===== config.mk =====
export PLATFORM = sky130hd
export DESIGN_NAME = alien_formation
export DESIGN_NICKNAME = d
export VERILOG_FILES = /design/src/alien_pkg.sv /design/src/alien_glyph_rom.sv /design/src/formation_renderer.sv /design/src/formation_motion.sv /design/src/alien_formation.sv
export SDC_FILE = /design/constraint.sdc
export NUM_CORES = 1
export LEC_CHECK = 0
export ABC_AREA = 1
export BUFFER_PORTS_ARGS = -buffer_cell sky130_fd_sc_hd__buf_2
export CAP_MARGIN = 15
export CELL_PAD_IN_SITES_DETAIL_PLACEMENT = 1
export CELL_PAD_IN_SITES_GLOBAL_PLACEMENT = 1
export CORE_MARGIN = 2
export CORE_UTILIZATION = 45
export CTS_CLUSTER_SIZE = 25
export DETAILED_ROUTE_END_ITERATION = 10
export PLACE_DENSITY = 0.79
export SKIP_LAST_GASP = 1
export SLEW_MARGIN = 20
export SYNTH_ARGS = -nofsm -noshare
export SYNTH_HDL_FRONTEND = slang
export SYNTH_SLANG_ARGS = --single-unit
export TNS_END_PERCENT = 1

===== constraint.sdc =====
create_clock -name clk -period 18.9 [get_ports clk]
set_input_delay 5.67 -clock clk [delete_from_list [all_inputs] [get_ports clk]]
set_output_delay 5.67 -clock clk [all_outputs]
set_load 0.02 [all_outputs]

===== src/alien_pkg.sv =====
`default_nettype none

package alien_pkg;

    // Screen coordinates
    localparam int COORD_W = 12;

    // Row of sprites, 16x16 each, origins 20 columns apart
    localparam int alien_count = 5;
    localparam int SLOT_W = $clog2(alien_count);
    localparam int SPRITE_SIZE = 16;
    localparam int SLOT_PITCH = 20;

    // Pixel intensity
    localparam int PIX_W = 4;
    localparam logic [PIX_W-1:0] PIX_ON = '1;

    // Formation origin out of reset, just above the first sprite pixel
    localparam int START_ROW = 20;
    localparam int START_COL = 312;

    // Step sizes and turn points
    localparam int STEP_COLS = 12;
    localparam int DROP_ROWS = 24;
    localparam int LEFT_LIMIT = 21;
    localparam int RIGHT_LIMIT = 560;
    localparam int BOTTOM_LIMIT = 440;

    // Off-screen resting place once landed
    localparam int PARK_ROW = 480;
    localparam int PARK_COL = 640;

    typedef struct packed {
        logic [COORD_W-1:0] row;
        logic [COORD_W-1:0] col;
    } screen_pos_t;

    // Bit k of active belongs to alien k
    typedef struct packed {
        logic [alien_count-1:0] active;
        logic [PIX_W-1:0]       pix;
    } alien_hit_t;

endpackage

`default_nettype wire


===== src/alien_glyph_rom.sv =====
`timescale 1ns/1ps
`default_nettype none

module alien_glyph_rom
    import alien_pkg::*;
(
    input  logic [3:0] glyph_row,
    input  logic [3:0] glyph_col,
    output logic       glyph_lit
);

    // One mask per pair of rows, bit c is column c of the sprite
    logic [SPRITE_SIZE-1:0] row_mask;

    always_comb
    begin
        case (glyph_row[3:1])
            // Head tip
            3'd0:
            begin
                row_mask = 16'h03C0;
            end
            3'd1:
            begin
                row_mask = 16'h0FF0;
            end
            3'd2:
            begin
                row_mask = 16'h3FFC;
            end
            // Eyes cut out of the body
            3'd3:
            begin
                row_mask = 16'hF3CF;
            end
            3'd4:
            begin
                row_mask = 16'hFFFF;
            end
            // Legs
            3'd5:
            begin
                row_mask = 16'h0C30;
            end
            3'd6:
            begin
                row_mask = 16'h33CC;
            end
            default:
            begin
                row_mask = 16'hCC33;
            end
        endcase
    end

    assign glyph_lit = row_mask[glyph_col];

endmodule

`default_nettype wire


===== src/formation_renderer.sv =====
`timescale 1ns/1ps
`default_nettype none

module formation_renderer
    import alien_pkg::*;
(
    input  screen_pos_t scan_pos,
    input  screen_pos_t origin,
    output alien_hit_t  hit
);

    logic [COORD_W-1:0] row_off;
    logic [COORD_W-1:0] col_off;
    logic [COORD_W-1:0] slot_col;
    logic [SLOT_W-1:0]  slot;
    logic               row_hit;
    logic               col_hit;
    logic               slot_hit;
    logic [3:0]         glyph_row;
    logic [3:0]         glyph_col;
    logic               glyph_lit;

    // Offsets counted from the first sprite pixel at origin plus one
    assign row_off = scan_pos.row - origin.row - COORD_W'(1);
    assign col_off = scan_pos.col - origin.col - COORD_W'(1);

    assign row_hit = (scan_pos.row > origin.row) && (row_off < COORD_W'(SPRITE_SIZE));
    assign col_hit = (scan_pos.col > origin.col)
                  && (col_off < COORD_W'(alien_count * SLOT_PITCH));

    // Slot index and the column inside that slot
    assign slot     = SLOT_W'(col_off / COORD_W'(SLOT_PITCH));
    assign slot_col = col_off - COORD_W'(slot) * COORD_W'(SLOT_PITCH);

    // Last four columns of each pitch are the gap between aliens
    assign slot_hit = row_hit && col_hit && (slot_col < COORD_W'(SPRITE_SIZE));

    assign glyph_row = row_off[3:0];
    assign glyph_col = slot_col[3:0];

    alien_glyph_rom u_glyph (
        .glyph_row (glyph_row),
        .glyph_col (glyph_col),
        .glyph_lit (glyph_lit)
    );

    always_comb
    begin
        hit.active = '0;
        if (slot_hit)
        begin
            hit.active[slot] = 1'b1;
        end
        hit.pix = (slot_hit && glyph_lit) ? PIX_ON : '0;
    end

endmodule

`default_nettype wire


===== src/formation_motion.sv =====
`timescale 1ns/1ps
`default_nettype none

module formation_motion
    import alien_pkg::*;
#(
    parameter int STEP_CYCLES = 16_000_000
)
(
    input  logic        clk,
    input  logic        arst_n,
    output screen_pos_t origin,
    output logic        landed
);

    localparam int CNT_W = (STEP_CYCLES > 1) ? $clog2(STEP_CYCLES) : 1;

    logic [CNT_W-1:0]   step_cnt;
    logic               step;
    logic               move_left;
    logic               drop;
    logic [COORD_W-1:0] drop_row;
    screen_pos_t        origin_next;
    logic               move_left_next;
    logic               landed_next;

    // Step on the last cycle of each period
    assign step = (step_cnt == CNT_W'(STEP_CYCLES - 1));

    always_ff @(posedge clk or negedge arst_n)
    begin
        if (!arst_n)
        begin
            step_cnt <= '0;
        end
        else if (step)
        begin
            step_cnt <= '0;
        end
        else
        begin
            step_cnt <= step_cnt + CNT_W'(1);
        end
    end

    // Turn around once the edge column is passed
    assign drop = move_left ? (origin.col < COORD_W'(LEFT_LIMIT))
                            : (origin.col > COORD_W'(RIGHT_LIMIT));
    assign drop_row = origin.row + COORD_W'(DROP_ROWS);

    always_comb
    begin
        origin_next    = origin;
        move_left_next = move_left;
        landed_next    = landed;
        if (!landed)
        begin
            if (drop)
            begin
                if (drop_row > COORD_W'(BOTTOM_LIMIT))
                begin
                    // Reached the bottom, park off screen for good
                    origin_next.row = COORD_W'(PARK_ROW);
                    origin_next.col = COORD_W'(PARK_COL);
                    landed_next     = 1'b1;
                end
                else
                begin
                    origin_next.row = drop_row;
                    move_left_next  = !move_left;
                end
            end
            else if (move_left)
            begin
                origin_next.col = origin.col - COORD_W'(STEP_COLS);
            end
            else
            begin
                origin_next.col = origin.col + COORD_W'(STEP_COLS);
            end
        end
    end

    always_ff @(posedge clk or negedge arst_n)
    begin
        if (!arst_n)
        begin
            origin.row <= COORD_W'(START_ROW);
            origin.col <= COORD_W'(START_COL);
            move_left  <= 1'b0;
            landed     <= 1'b0;
        end
        else if (step)
        begin
            origin     <= origin_next;
            move_left  <= move_left_next;
            landed     <= landed_next;
        end
    end

    // One step past the right limit is the furthest the row can go
    a_col_bound: assert property (
        @(posedge clk) disable iff (!arst_n)
        !landed |-> (origin.col <= COORD_W'(RIGHT_LIMIT + STEP_COLS))
    );

    // landed is sticky until reset
    a_landed_sticky: assert property (
        @(posedge clk) disable iff (!arst_n)
        landed |=> landed
    );

endmodule

`default_nettype wire


===== src/alien_formation.sv =====
`timescale 1ns/1ps
`default_nettype none

module alien_formation
    import alien_pkg::*;
#(
    parameter int STEP_CYCLES = 16_000_000
)
(
    input  logic        clk,
    input  logic        arst_n,
    input  screen_pos_t scan_pos,
    output alien_hit_t  hit,
    output logic        landed
);

    // Current top-left corner of the formation
    screen_pos_t origin;

    formation_motion #(
        .STEP_CYCLES (STEP_CYCLES)
    ) u_motion (
        .clk    (clk),
        .arst_n (arst_n),
        .origin (origin),
        .landed (landed)
    );

    // Pure lookup against the scan position, no pipeline
    formation_renderer u_renderer (
        .scan_pos (scan_pos),
        .origin   (origin),
        .hit      (hit)
    );

endmodule

`default_nettype wire


==> results list, run 1 <==
* Startpoint of the worst hold path: u_motion.step_cnt[2]
- Die ar.: 11600 sq um
* Number of synthesized flops with an enable pin: 0
* Sequential cell area in the final layout: 1160 sq um
- The clock network burns 13.2% of the power.
- Final worst path period share: 96.0%
- Entering global routing, the biggest net connects 47 pins.
* Capture instance of the worst register-to-register path: u_motion.origin[8]
- Placed wire-length estimate after detailed placement: 11.0 mm
* Power Density: 92.9 nW/um^2
- Data arrival time of the critical path: 12.47 ns
- Congestion Overflow GR: 0
- After synthesis, the share of cell area in mux cells is 0%.
* Element type at the critical path end: output pin
* Power Internal: 0.000249 W
* Last weighted congestion value of the routability-driven placer: 0.854
- Critical path required time: 13.23 ns
- Origin of the critical flop-to-flop path: u_motion.step_cnt[0]
- Summed over all layers, the routed wires come to 13.0 mm.
* Number of antenna violations at the first check in global routing: 0
* Main combinational cell family by area after synthesis: simple AND/OR/NAND/NOR gates
- Ranked by instance count, the synthesized netlist is headed by nand2_1 (141), inv_1 (128), nor2_1 (67).
- Final setup viols: 0
* Final WS setup: 0.761 ns
- Dividing the detail-routed via count by the number of cells gives 5.30.
* H-tree Lvls: 2
- Share of final-layout standard cells stronger than drive strength 1: 14.6%
* Share of flip-flops with an asynchronous set or reset after synthesis: 100%
* Longest Clk Path Bufs: 2
- I/O pin total: 36
- After synthesis, the cell types taking the most area are dfrtp_1 (21%), nand2_1 (11%), ha_1 (11%).
* Clock latency reported for the late side of the worst-skew pair: 0.32 ns
* Post-synthesis cell count: 715
* Clock tree from TritonCTS: built
- The worst register-to-register path has a depth of 11.
- Number of DRC violations after detailed-routing iteration 0: 186
- For the pin with the worst max-slew slack, the measured transition is 0.891 ns.
- Critical path peak fanout: 7
- Summing every instance area after synthesis gives 4850 sq um.
* RSZ-0062 raised after global routing: yes
* Sw power: 0.000240 W
- Yosys cell types: 48
- Routed wire length per instance: 14.5 um
- The critical path is of the in -> out type.
- Synthesized area divided by synthesized cell count: 6.78 sq um
- Number of warnings printed during yosys synthesis: 0
* Combinational cell fraction of total power: 66.7%
- Global routing consumed, over all layers together, 24.0% of the routing resources.
- Before antenna repair, the detailed router went through 4 iterations.
- The initialized floorplan defines 37 standard-cell rows.
- Count leader, synth: nand2_1
- The max-slew violation total from the final report was 0.
- Library cell contributing the largest single delay on the critical path: ha_1
* Clock tree sinks: 46
- In this run the tightest slew margin relative to its limit is 40.2%.
- Based on the critical path, the design can be clocked at up to 0.0551 GHz.
* Multi-input logic area: 3140 sq um
- Area fraction in and, or, nand and nor cells after synthesis: 32.9%
- For this run, the slowest stage of the critical path takes 0.39 ns.
- Number of buffers created by CTS: 5
* P_leak: 2.68 nW
* Clock root buffer: clkbuf_8
- Beginning of the critical path: scan_pos[7]
- For this run, the post-layout net count is 824.
- For the final database, setup skew stands at 0.0114 ns.
- Final antenna-violating net count: 0
* Adder-cell share of the synthesized area: 11.4%
- dfrtp_1 takes more of the synthesized area than any other cell.
- The most used flip-flop cell after synthesis is dfrtp_1.
- The count of final hold-check violations came to 0.
- Worst hold-check path type: reg -> reg
- Once the floorplan was initialized, standard cells occupied 46.7% of the core.
* Switching fraction of total power: 49.1%
- Synthesized flop and latch total: 46
- Sequential share of power: 20.1%
- Area growth from synthesis to final layout: 8.80%
- Across the run, the number of max-cap violations was 0.
* Most Frequent Cell on Critical Path: nand2_1
- Of the synthesized area, sequential elements account for 23.9%.
- The filler cells instantiated in the layout total 1434.
* XOR/XNOR share of the synthesized area: 6.09%
- Once placement completed, the tool counted placed cells totaling 884.
- The run finished with clean final reports.
- Synthesized-area fraction occupied by ao, oa, aoi and oai cells: 14.3%
- Non-filler cells, final: 892
- The number of global-route vias before repair was 4936.
* Height of the die: 108 um
- Inserted Diodes: 0
- The worst setup path is launched from a primary input.
- Reg2reg setup slack: 15.67 ns
* Drc violations: 0
- Clock-pin slew reported for the worst setup and hold paths after clock tree synthesis: 0.09 ns
- The smallest clock period supported by the final layout is computed as 18.14 ns.
* Share of Yosys cell area claimed by the top area cell type: 20.7%
- Post-place setup slack: 0.808 ns
- Wire length of the first global-routing pass: 22.6 mm
* Hold path endpoint: u_motion.step_cnt[2]
* Port Buffer Count: 35
- Placeable Area: 10400 sq um
* Net count after synthesis: 784
- IR analysis of the VDD net gives a maximum drop of 0.0000960 V.
* Via Count: 4732
- Buffers added to address setup during post-CTS repair amount to 0.
* Cell depth of the worst hold path: 1
- DIE WIDTH: 108 um
critical path, delay by kind of cell:
kind | cells | cell delay (ns)
AO/OA/AOI/OAI | 6 | 1.13
adder cells (fa/ha/maj) | 4 | 1.12
buffers and inverters | 8 | 0.68
AND/OR/NAND/NOR | 32 | 3.48
XOR/XNOR | 2 | 0.37
cell type report:
| type | instances | area share, % |
|---|---|---|
| Clock buffer | 5 | 1.31 |
| Clock inverter | 3 | 0.475 |
| Inverter | 140 | 9.97 |
| Multi-Input combinational cell | 526 | 59.5 |
| Sequential cell | 46 | 22.0 |
| Tap cell | 136 | 3.23 |
| Timing Repair Buffer | 36 | 3.51 |
worst max path at each step:
| stage | to | slack (ns) | cells after the start |
|---|---|---|---|
| after CTS | hit[2] | 0.77 | 51 |
| after detailed placement | hit[2] | 0.81 | 50 |
| after global routing | hit[2] | -0.08 | 56 |
| after floorplan | hit[1] | 1.46 | 50 |
| final | hit[7] | 0.76 | 52 |
| after global placement | hit[3] | 1.12 | 45 |
layer usage:
metal | GRT usage [%] | routed length (um)
met1 | 27.9 | 5710
met2 | 45.6 | 6820
met3 | 2.06 | 152
met4 | 8.06 | 286
met5 | 0 | 0
what timing repair did:
item | CTS | global route
hold endpoints to repair | 0 | 0
endpoints found under the setup margin | 0 | 8
hold buffers | 0 | 0
resized for setup | 0 | 0
registers in the layout (all words and copies together) (netlist names):
| register | cells |
|---|---|
| u_motion.step_cnt | 24 |
| u_motion.origin | 20 |
| u_motion.landed | 1 |
| u_motion.move_left | 1 |
through the flow:
| step | total power, W | util (%) | TNS [ns] | hold slack (ns) | instance area (sq um) |
|---|---|---|---|---|---|
| floorplan | 0.000366 | - | 0 | 0.457 | 4850 |
| global placement | 0.000415 | 49.9 | 0 | 0.478 | 5180 |
| detailed placement | 0.000429 | 49.9 | 0 | 0.488 | 5180 |
| CTS | 0.000496 | 50.8 | 0 | 0.503 | 5270 |
| global route | 0.000548 | 50.8 | -0.479 | 0.523 | 5270 |
| finish | 0.000490 | 50.8 | 0 | 0.507 | 5270 |
kinds of logic (layout without fill, tap and decap cells):
group / after synthesis / after routing
AOI/OAI and AO/OA: 114 / 114
xor gates and xnor gates: 32 / 32
adders and majority gates: 43 / 43
buffers and inverters: 143 / 184
DFF: 46 / 46
and+or+nand+nor: 337 / 337
power by group through the flow:
stage | Clock, W | Combinational, W | Sequential, W
global placement | 0 | 0.000314 | 0.000100
CTS | 0.0000665 | 0.000331 | 0.0000984
detailed placement | 0 | 0.000329 | 0.000100
finish | 0.0000649 | 0.000326 | 0.0000984
floorplan | 0 | 0.000265 | 0.000100
global route | 0.0000707 | 0.000379 | 0.0000984
layout by cell type (no fill, tap or decap), types with 2 or more instances in the layout:
| master | synthesis | layout |
|---|---|---|
| nand2_1 | 141 | 141 |
| inv_1 | 128 | 128 |
| nor2_1 | 67 | 67 |
| nand3_1 | 45 | 45 |
| a21oi_1 | 43 | 43 |
| ha_1 | 41 | 41 |
| dfrtp_1 | 40 | 40 |
| buf_2 | 0 | 34 |
| o21ai_0 | 27 | 27 |
| xor2_1 | 22 | 22 |
| nor3_1 | 21 | 21 |
| nand4_1 | 16 | 16 |
| nand2_2 | 14 | 14 |
| inv_2 | 12 | 12 |
| nand2_4 | 9 | 9 |
| nand3_2 | 8 | 8 |
| xnor2_1 | 8 | 8 |
| o22ai_1 | 6 | 6 |
| dfstp_2 | 6 | 6 |
| nor2_2 | 5 | 5 |
| clkbuf_8 | 0 | 5 |
| o21ai_1 | 4 | 4 |
| o21bai_1 | 4 | 4 |
| o2111ai_1 | 4 | 4 |
| a22oi_1 | 4 | 4 |
| or2_2 | 3 | 3 |
| o211ai_1 | 3 | 3 |
| o31ai_1 | 3 | 3 |
| xor2_2 | 2 | 2 |
| o21ai_2 | 2 | 2 |
| a311oi_1 | 2 | 2 |
| a211oi_1 | 2 | 2 |
| nor4_1 | 2 | 2 |
| o41ai_1 | 2 | 2 |
| fa_1 | 2 | 2 |
| buf_4 | 3 | 2 |
No activity file was read; power rests on OpenSTA's default activity.
==> inputs of run 2 (changes only) <==
--- a/config.mk
+++ b/config.mk
@@ -5,18 +5,17 @@
 export SDC_FILE = /design/constraint.sdc
 export NUM_CORES = 1
 export LEC_CHECK = 0
-export ABC_AREA = 1
 export BUFFER_PORTS_ARGS = -buffer_cell sky130_fd_sc_hd__buf_2
 export CAP_MARGIN = 15
 export CELL_PAD_IN_SITES_DETAIL_PLACEMENT = 1
 export CELL_PAD_IN_SITES_GLOBAL_PLACEMENT = 1
 export CORE_MARGIN = 2
-export CORE_UTILIZATION = 45
+export CORE_UTILIZATION = 47
 export CTS_CLUSTER_SIZE = 25
 export DETAILED_ROUTE_END_ITERATION = 10
 export PLACE_DENSITY = 0.79
 export SKIP_LAST_GASP = 1
-export SLEW_MARGIN = 20
+export SLEW_MARGIN = 10
 export SYNTH_ARGS = -nofsm -noshare
 export SYNTH_HDL_FRONTEND = slang
 export SYNTH_SLANG_ARGS = --single-unit
==> results list, run 2 <==
- Largest register FFs: 24 (unchanged)
- The cell leakage power came to 2.28 nW (-15%).
* DIE WIDTH: 105 um (-2.5%)
* Share of Yosys cell area claimed by the top area cell type: 20.8% (+0.17 points)
- Sort of element at the start of the critical path: primary input
- Startpoint of the worst hold path: u_motion.step_cnt[0]
- The number of top-level pins is 36 (unchanged).
- Clock tree from TritonCTS: built
* Tightest Pin Transition: 1.04 ns (+0.152 ns)
* Synthesized flop and latch total: 46 (unchanged)
- Crit Path Category: in -> out
* Met2 wire len: 7.20 mm (+5.6%)
* Clock tree sinks: 46 (unchanged)
- Placeable Area: 9860 sq um (-4.9%)
- The data required time of the critical path was 13.23 ns (about the same).
* Worst slew margin relative to its limit: 30.5% (-9.7 points)
* Critical path peak fanout: 13 (+6)
- The max-slew violation total from the final report is 0 (unchanged).
- The latest clock arrival within the worst-skew pair came to 0.31 ns (about the same).
* Number of antenna violations at the first check in global routing: 1 (+1)
* Via Count: 4612 (-2.5%)
- Routed length on met3: 260 um (+71%)
* Placed wire-length estimate after detailed placement: 10.5 mm (-4.1%)
- Clock-pin slew reported for the worst setup and hold paths after clock tree synthesis: 0.09 ns (about the same)
* Main area contributors after synthesis: dfrtp_1 (21%), ha_1 (11%), a21oi_1 (5.2%)
- Placement Rows: 36 (-2.7%)
* Drc violations: 0 (unchanged)
- Port Buffer Count: 35 (unchanged)
- The count of synthesis-stage warnings from yosys was 0 (unchanged).
* Net count after synthesis: 662 (-16%)
- Vias in the first global route: 4857 (-1.6%)
- Share of final-layout standard cells stronger than drive strength 1: 16.2% (+1.6 points)
- Commonest cells after routing, fill and taps aside: a21oi_1 (50), nor2_1 (50), inv_1 (46)
* Final nets: 704 (-15%)
* Largest registers: u_motion.step_cnt (24), u_motion.origin (20)
- H-tree Lvls: 2 (unchanged)
- The worst clock skew was 0.0159 ns (+0.00450 ns).
- Prevailing post-synth register cell: dfrtp_1
- The startpoint identified for the worst register-to-register timing path is u_motion.origin[16].
- Data arrival time of the critical path: 12.85 ns (+0.38 ns)
- The routed wirelength normalized by instance count came to 17.6 um (+21%).
- Yosys cell types: 76 (+58%)
* Netlist Area Pre-Place: 4810 sq um (-0.83%)
- Post-place setup slack: -0.0533 ns (-0.862 ns)
- Inserted Diodes: 0 (unchanged)
* List of most frequent post-synthesis cells: nor2_1 (52), a21oi_1 (50), inv_1 (46)
* Number of buffers added to fix hold violations after cts: 0 (unchanged)
* Highest Signal Layer: met5
* Last weighted congestion value of the routability-driven placer: 0.874 (+2.4%)
* Worst hold-check path type: reg -> reg
- Clock period minus worst slack: 18.52 ns (+0.385 ns)
- The maximum number of pins on one net before global-route repair is 47 (unchanged).
- The count of final hold-check violations came to 0 (unchanged).
- The met1 wire length was 5.85 mm (+2.5%).
* Routed vias/inst: 6.00 (+13%)
* Area growth from synthesis to final layout: 13.0%
- Die ar.: 11100 sq um (-4.9%)
- CTS placed an instance of clkbuf_8 at the clock tree root.
- Congestion Overflow GR: 0 (unchanged)
* Count leader, synth: nor2_1
* Power Density: 67.0 nW/um^2 (-28%)
- Post-synthesis cell count: 593 (-17%)
- Largest reg by FF count: u_motion.step_cnt
- The floorplan die height came to 105 um (-2.5%).
- Post-detailed-routing wire length: 13.6 mm (+4.7%)
* Sequential fraction of the synthesis area: 24.1% (+0.20 points)
- Delay of the slowest critical-path stage: 0.52 ns (+0.13 ns)
* Drt first pass iters: 4 (unchanged)
* Run status: completed
- Final WS setup: 0.375 ns (-0.385 ns)
- The maximum VDD drop came to 0.0000391 V (-59%).
- Synthesized area divided by synthesized cell count: 8.10 sq um (+20%)
- Final worst path period share: 98.0% (+2.0 points)
- STA classifies the critical path endpoint as an output pin.
- Number of buffers created by CTS: 5 (unchanged)
* Filler cells: 1201 (-16%)
* Final antenna-violating net count: 0 (unchanged)
* Share of flip-flops with an asynchronous set or reset after synthesis: 100% (unchanged)
- Beginning of the critical path: scan_pos[7]
* Number of synthesized flops with an enable pin: 0 (unchanged)
- Initial core utilization: 48.7% (+2.0 points)
* Max capacitance violation total: 0 (unchanged)
- Longest Clk Path Bufs: 2 (unchanged)
* Final setup viols: 0 (unchanged)
* Yosys top cell by area: dfrtp_1
- The highest clock rate is 0.0540 GHz (-2.1%).
* Wire length of the first global-routing pass: 22.7 mm (+0.64%)
- Number of DRC violations after detailed-routing iteration 0: 145 (-22%)
- Total negative setup slack: 0 ns (unchanged)
* GRT Util Overall: 24.6% (+0.61 points)
- Library cell contributing the largest single delay on the critical path: or4b_1
==> run 2: changes by cell type after synthesis, moves of 11 or more <==
cell,before,now
and3_1,0,11
nand2b_1,0,19
inv_2,12,1
nor2_1,67,52
nand2_1,141,30
inv_1,128,46
nand3_1,45,21
xnor2_1,8,27
nand2_2,14,0
==> run 2: critical path: cells and delay by family <==
family	cells	cell delay, ns
xor gates and xnor gates	1	0.22
buffers and inverters	5	0.67
adders and majority gates	3	1.04
AOI/OAI and AO/OA	13	2.92
and+or+nand+nor	9	2.31
==> run 2: path summary, 6_finish.rpt <==
kind                            slack [ns]  depth (start not counted)                    end
worst max register to register       15.49                         12    u_motion.origin[19]
worst max-delay path                  0.38                         31                 hit[4]
max in group asynchronous            12.72                          1   u_motion.step_cnt[9]
worst min-delay path                  0.48                          1   u_motion.step_cnt[0]
worst min register to register        0.48                          1   u_motion.step_cnt[0]
min in group asynchronous             5.54                          1  u_motion.step_cnt[17]
==> run 2: timing repair <==
item | in CTS | in global routing
gates resized for setup | 0 | 21
pin swaps | 1 | 7
setup endpoints to repair | 2 | 8
buffers inserted | 2 | 7
==> run 2: cell type report <==
cell class | count | area [sq um] | share of cell area (%)
multi-input cells | 484 | 3520 | 64.8
flip-flops and latches | 46 | 1160 | 21.3
repair buffers | 51 | 295 | 5.44
inverters | 47 | 176 | 3.25
well taps | 133 | 166 | 3.06
clock buffers | 5 | 68.8 | 1.27
clock inverters | 3 | 45.0 | 0.829
==> run 2: logic make-up (layout without fill, tap and decap cells) <==
family	after synthesis	after routing	synth area share, %
mux	4	4	0.911
buf+inv	63	106	5.26
compound gates	182	182	26.6
fa+ha+maj	45	45	11.9
simple gates	207	207	22.9
xor+xnor	46	46	8.38
flops	46	46	24.1
==> run 2: power by group <==
group	internal [W]	switching, W	leakage (nW)	total [W]
clock	0.0000394	0.0000357	0.0504	0.0000750
combinational	0.0000821	0.000108	1.63	0.000190
sequential	0.0000984	0	0.606	0.0000984
total	0.000220	0.000144	2.28	0.000364
==> run 2: stage by stage <==
step | instance area, sq um | hold slack (ns) | power, W | util [%] | cells
3_5_place_dp | 5130 | 0.472 | 0.000277 | 52.0 | 752
6_report | 5430 | 0.481 | 0.000364 | 55.1 | 769
2_1_floorplan | 4810 | 0.448 | 0.000235 | - | 593
5_1_grt | 5430 | 0.502 | 0.000392 | 55.1 | 769
4_1_cts | 5260 | 0.484 | 0.000354 | 53.3 | 762
3_3_place_gp | 5130 | 0.470 | 0.000267 | 52.0 | 752
==> run 2: routing by layer <==
layer	GRT usage, %	up-vias
met3	2.68	19
met1	28.6	2282
met2	46.7	49
met4	7.81	2
met5	0	-
li1	-	2260
==> inputs of run 3 (changes only) <==
--- a/config.mk
+++ b/config.mk
@@ -5,12 +5,13 @@
 export SDC_FILE = /design/constraint.sdc
 export NUM_CORES = 1
 export LEC_CHECK = 0
+export ABC_AREA = 1
 export BUFFER_PORTS_ARGS = -buffer_cell sky130_fd_sc_hd__buf_2
 export CAP_MARGIN = 15
 export CELL_PAD_IN_SITES_DETAIL_PLACEMENT = 1
 export CELL_PAD_IN_SITES_GLOBAL_PLACEMENT = 1
 export CORE_MARGIN = 2
-export CORE_UTILIZATION = 47
+export CORE_UTILIZATION = 45
 export CTS_CLUSTER_SIZE = 25
 export DETAILED_ROUTE_END_ITERATION = 10
 export PLACE_DENSITY = 0.79
==> results list, run 3 (synthesis results as in run 1) <==
* Run status: completed
- Element type at the critical path end: output pin
- Vias in the first global route: 4936 (+1.6%)
- Largest registers: u_motion.step_cnt (24), u_motion.origin (20)
- Final hold violation count: 0 (unchanged)
- Data arrival time of the critical path: 12.47 ns (-0.38 ns)
* Drc violations: 0 (unchanged)
- Among all stages on the critical path, the largest delay is contributed by ha_1.
- Number of cells upsized or downsized after cts: 0 (unchanged)
- Post-detailed-routing wire length: 13.0 mm (-4.4%)
- Pin count of the biggest net entering global routing: 47 (unchanged)
- Non-filler cells, final: 892 (+16%)
- Switching fraction of total power: 49.1% (+9.5 points)
- Worst-case clock skew: 0.0114 ns (-0.00450 ns)
* Hold path endpoint: u_motion.step_cnt[2]
- The DRC violation total after the first TritonRoute iteration is 186 (+28%).
- The latest clock arrival within the worst-skew pair came to 0.32 ns (about the same).
- The total vias in the final route was 4732 (+2.6%).
- Compared with the post-synthesis result, the final layout area differs by 8.75%.
* Combinational cell fraction of total power: 66.7% (+14 points)
* Longest Clk Path Bufs: 2 (unchanged)
- VDD IR max: 0.0000961 V (+150%)
- The buffering stage count on the worst path with inverters included is 8 (+3).
- In this run the critical register-to-register path is launched from u_motion.step_cnt[0].
- The worst hold path begins at u_motion.step_cnt[2].
- Filler cells: 1434 (+19%)
* Placement Rows: 37 (+2.8%)
* H-tree Lvls: 2 (unchanged)
- Worst hold-check path type: reg -> reg
- Most common library cell in the layout ignoring fill and taps: nand2_1
- Initial core utilization: 46.7% (-2.0 points)
- The largest driver fanout on the critical path is 7 (-6).
- The final RePlAce weighted congestion came to 0.854 (-2.3%).
* Depth of the most critical reg-to-reg path: 11 (-1)
* Share of final-layout standard cells stronger than drive strength 1: 14.6% (-1.6 points)
- The area taken by multi-input logic gates was 3140 sq um (-11%).
- The design internal power came to 0.000249 W (+13%).
- The final antenna-violating net count is 0 (unchanged).
- Height of the die: 108 um (+2.5%)
- Sw power: 0.000240 W (+67%)
- The post-placement cell count was 884 (+18%).
- Clock tree sinks: 46 (unchanged)
- Routed wire length per instance: 14.5 um (-18%)
- Fmax: 0.0551 GHz (+2.1%)
* Wire length of the first global-routing pass: 22.6 mm (-0.64%)
- The cell leakage power was 2.68 nW (+17%).
- The final net count is 824 (+17%).
- The count of max-cap constraint violations was 0 (unchanged).
* Cell depth of the worst hold path: 1 (unchanged)
- Power Density: 92.9 nW/um^2 (+39%)
- The aggregate global routing overflow was 0 (unchanged).
- Largest reg by FF count: u_motion.step_cnt
* Placed wire-length estimate after detailed placement: 11.0 mm (+4.2%)
* Worst slew margin relative to its limit: 30.6% (+0.11 points)
* Total negative setup slack: 0 ns (unchanged)
* Number of buffers created by CTS: 5 (unchanged)
* GRT Util Overall: 24.0% (-0.61 points)
- The worst setup path is launched from a primary input.
- Reg2reg setup slack: 15.67 ns (+0.18 ns)
- The number of detailed-routing iterations run before antenna repair is 4 (unchanged).
- The horizontal extent of the die came to 108 um (+2.5%).
* Critical path required time: 13.23 ns (about the same)
- The number of antenna cells inserted was 0 (unchanged).
* Relative contribution of the clock network to total power: 13.2% (-7.4 points)
- The clock period minus worst slack is 18.14 ns (-0.383 ns).
- RSZ-0062 raised after global routing: yes
* Commonest cells after routing, fill and taps aside: nand2_1 (141), inv_1 (128), nor2_1 (67)
* Final setup viols: 0 (unchanged)
- Clock-pin slew reported for the worst setup and hold paths after clock tree synthesis: 0.09 ns (about the same)
* Capture instance of the worst register-to-register path: u_motion.origin[8]
- The tree is rooted in a clkbuf_8.
* Largest register FFs: 24 (unchanged)
- By startpoint and endpoint, the worst setup path is classified as in -> out.
* Number of antenna violations at the first check in global routing: 0 (-1)
- The number of top-level pins was 36 (unchanged).
* Final worst path period share: 96.0% (-2.0 points)
* Placeable Area: 10400 sq um (+5.1%)
* Clock tree from TritonCTS: built
- The die outline area is 11600 sq um (+5.1%).
* Worst path top cell family by delay: simple AND/OR/NAND/NOR gates
* Most Frequent Cell on Critical Path: nand2_1
- Count of buffers added by post-CTS timing repair for setup: 0 (-2)
- The measured slew at the worst slew-check pin is 1.04 ns (-0.00159 ns).
* Routed vias/inst: 5.30 (-12%)
- Sequential share of power: 20.1% (-6.9 points)
* Port Buffer Count: 35 (unchanged)
* Sequential cell area in the final layout: 1160 sq um (unchanged)
- The number of hold buffers added after cts came to 0 (unchanged).
- The max-slew violation total from the final report is 0 (unchanged).
* Delay of the slowest critical-path stage: 0.39 ns (-0.13 ns)
==> run 3: cell types whose count changed in the layout (fill, tap and decap cells not counted), sizes merged, moves of 11 or more <==
cell	previous run	this run
inv	47	141
and3	11	0
xnor2	27	8
nand2	30	164
buf	51	36
nor2	53	72
nand3	21	54
nand2b	19	0
==> run 3: how the worst max path moves through the flow <==
stage / startpoint / end / slack (ns) / depth (start not counted)
final: scan_pos[7] / hit[7] / 0.76 / 52
after global routing: scan_pos[3] / hit[2] / -0.08 / 56
after CTS: scan_pos[3] / hit[2] / 0.77 / 51
after detailed placement: scan_pos[7] / hit[2] / 0.81 / 50
after global placement: scan_pos[3] / hit[3] / 1.12 / 45
after floorplan: scan_pos[3] / hit[1] / 1.46 / 50
==> run 3: metal layers <==
metal	wire length [um]	part of all wire [%]	track usage (%)
met1	5710	44	27.9
met2	6820	53	45.6
met5	0	0	0
met4	286	2.2	8.06
met3	152	1.2	2.06
==> run 3: stage by stage <==
step           total power [W]  setup slack (ns)  hold WS [ns]  instance area (sq um)  util, %
2_1_floorplan         0.000366              1.46         0.457                   4850        -
3_3_place_gp          0.000415              1.12         0.478                   5180     49.9
3_5_place_dp          0.000429             0.808         0.488                   5180     49.9
4_1_cts               0.000496             0.775         0.503                   5270     50.8
5_1_grt               0.000548           -0.0765         0.523                   5270     50.8
6_report              0.000490             0.759         0.507                   5270     50.8
==> run 3: power by group through the flow <==
stage	Combinational [W]	Sequential, W	Clock [W]
global route	0.000379	0.0000984	0.0000707
floorplan	0.000265	0.000100	0
CTS	0.000331	0.0000984	0.0000665
detailed placement	0.000329	0.000100	0
global placement	0.000314	0.000100	0
finish	0.000326	0.0000984	0.0000649
==> run 3: final cells by class <==
type	instances	share of cell area (%)
Timing Repair Buffer	36	3.47
Clock buffer	5	1.31
Clock inverter	3	0.475
Sequential cell	46	22.0
Multi-Input combinational cell	526	59.6
Tap cell	136	3.23
Inverter	140	9.97
==> run 3: worst register-to-register path, delay by kind of cell, from the launching register on <==
| family | cells | cell delay (ns) |
|---|---|---|
| DFF | 1 | 0.37 |
| and+or+nand+nor | 6 | 1.70 |
| adders and majority gates | 1 | 0.19 |
| buffers and inverters | 3 | 0.55 |
| AOI/OAI and AO/OA | 1 | 0.33 |
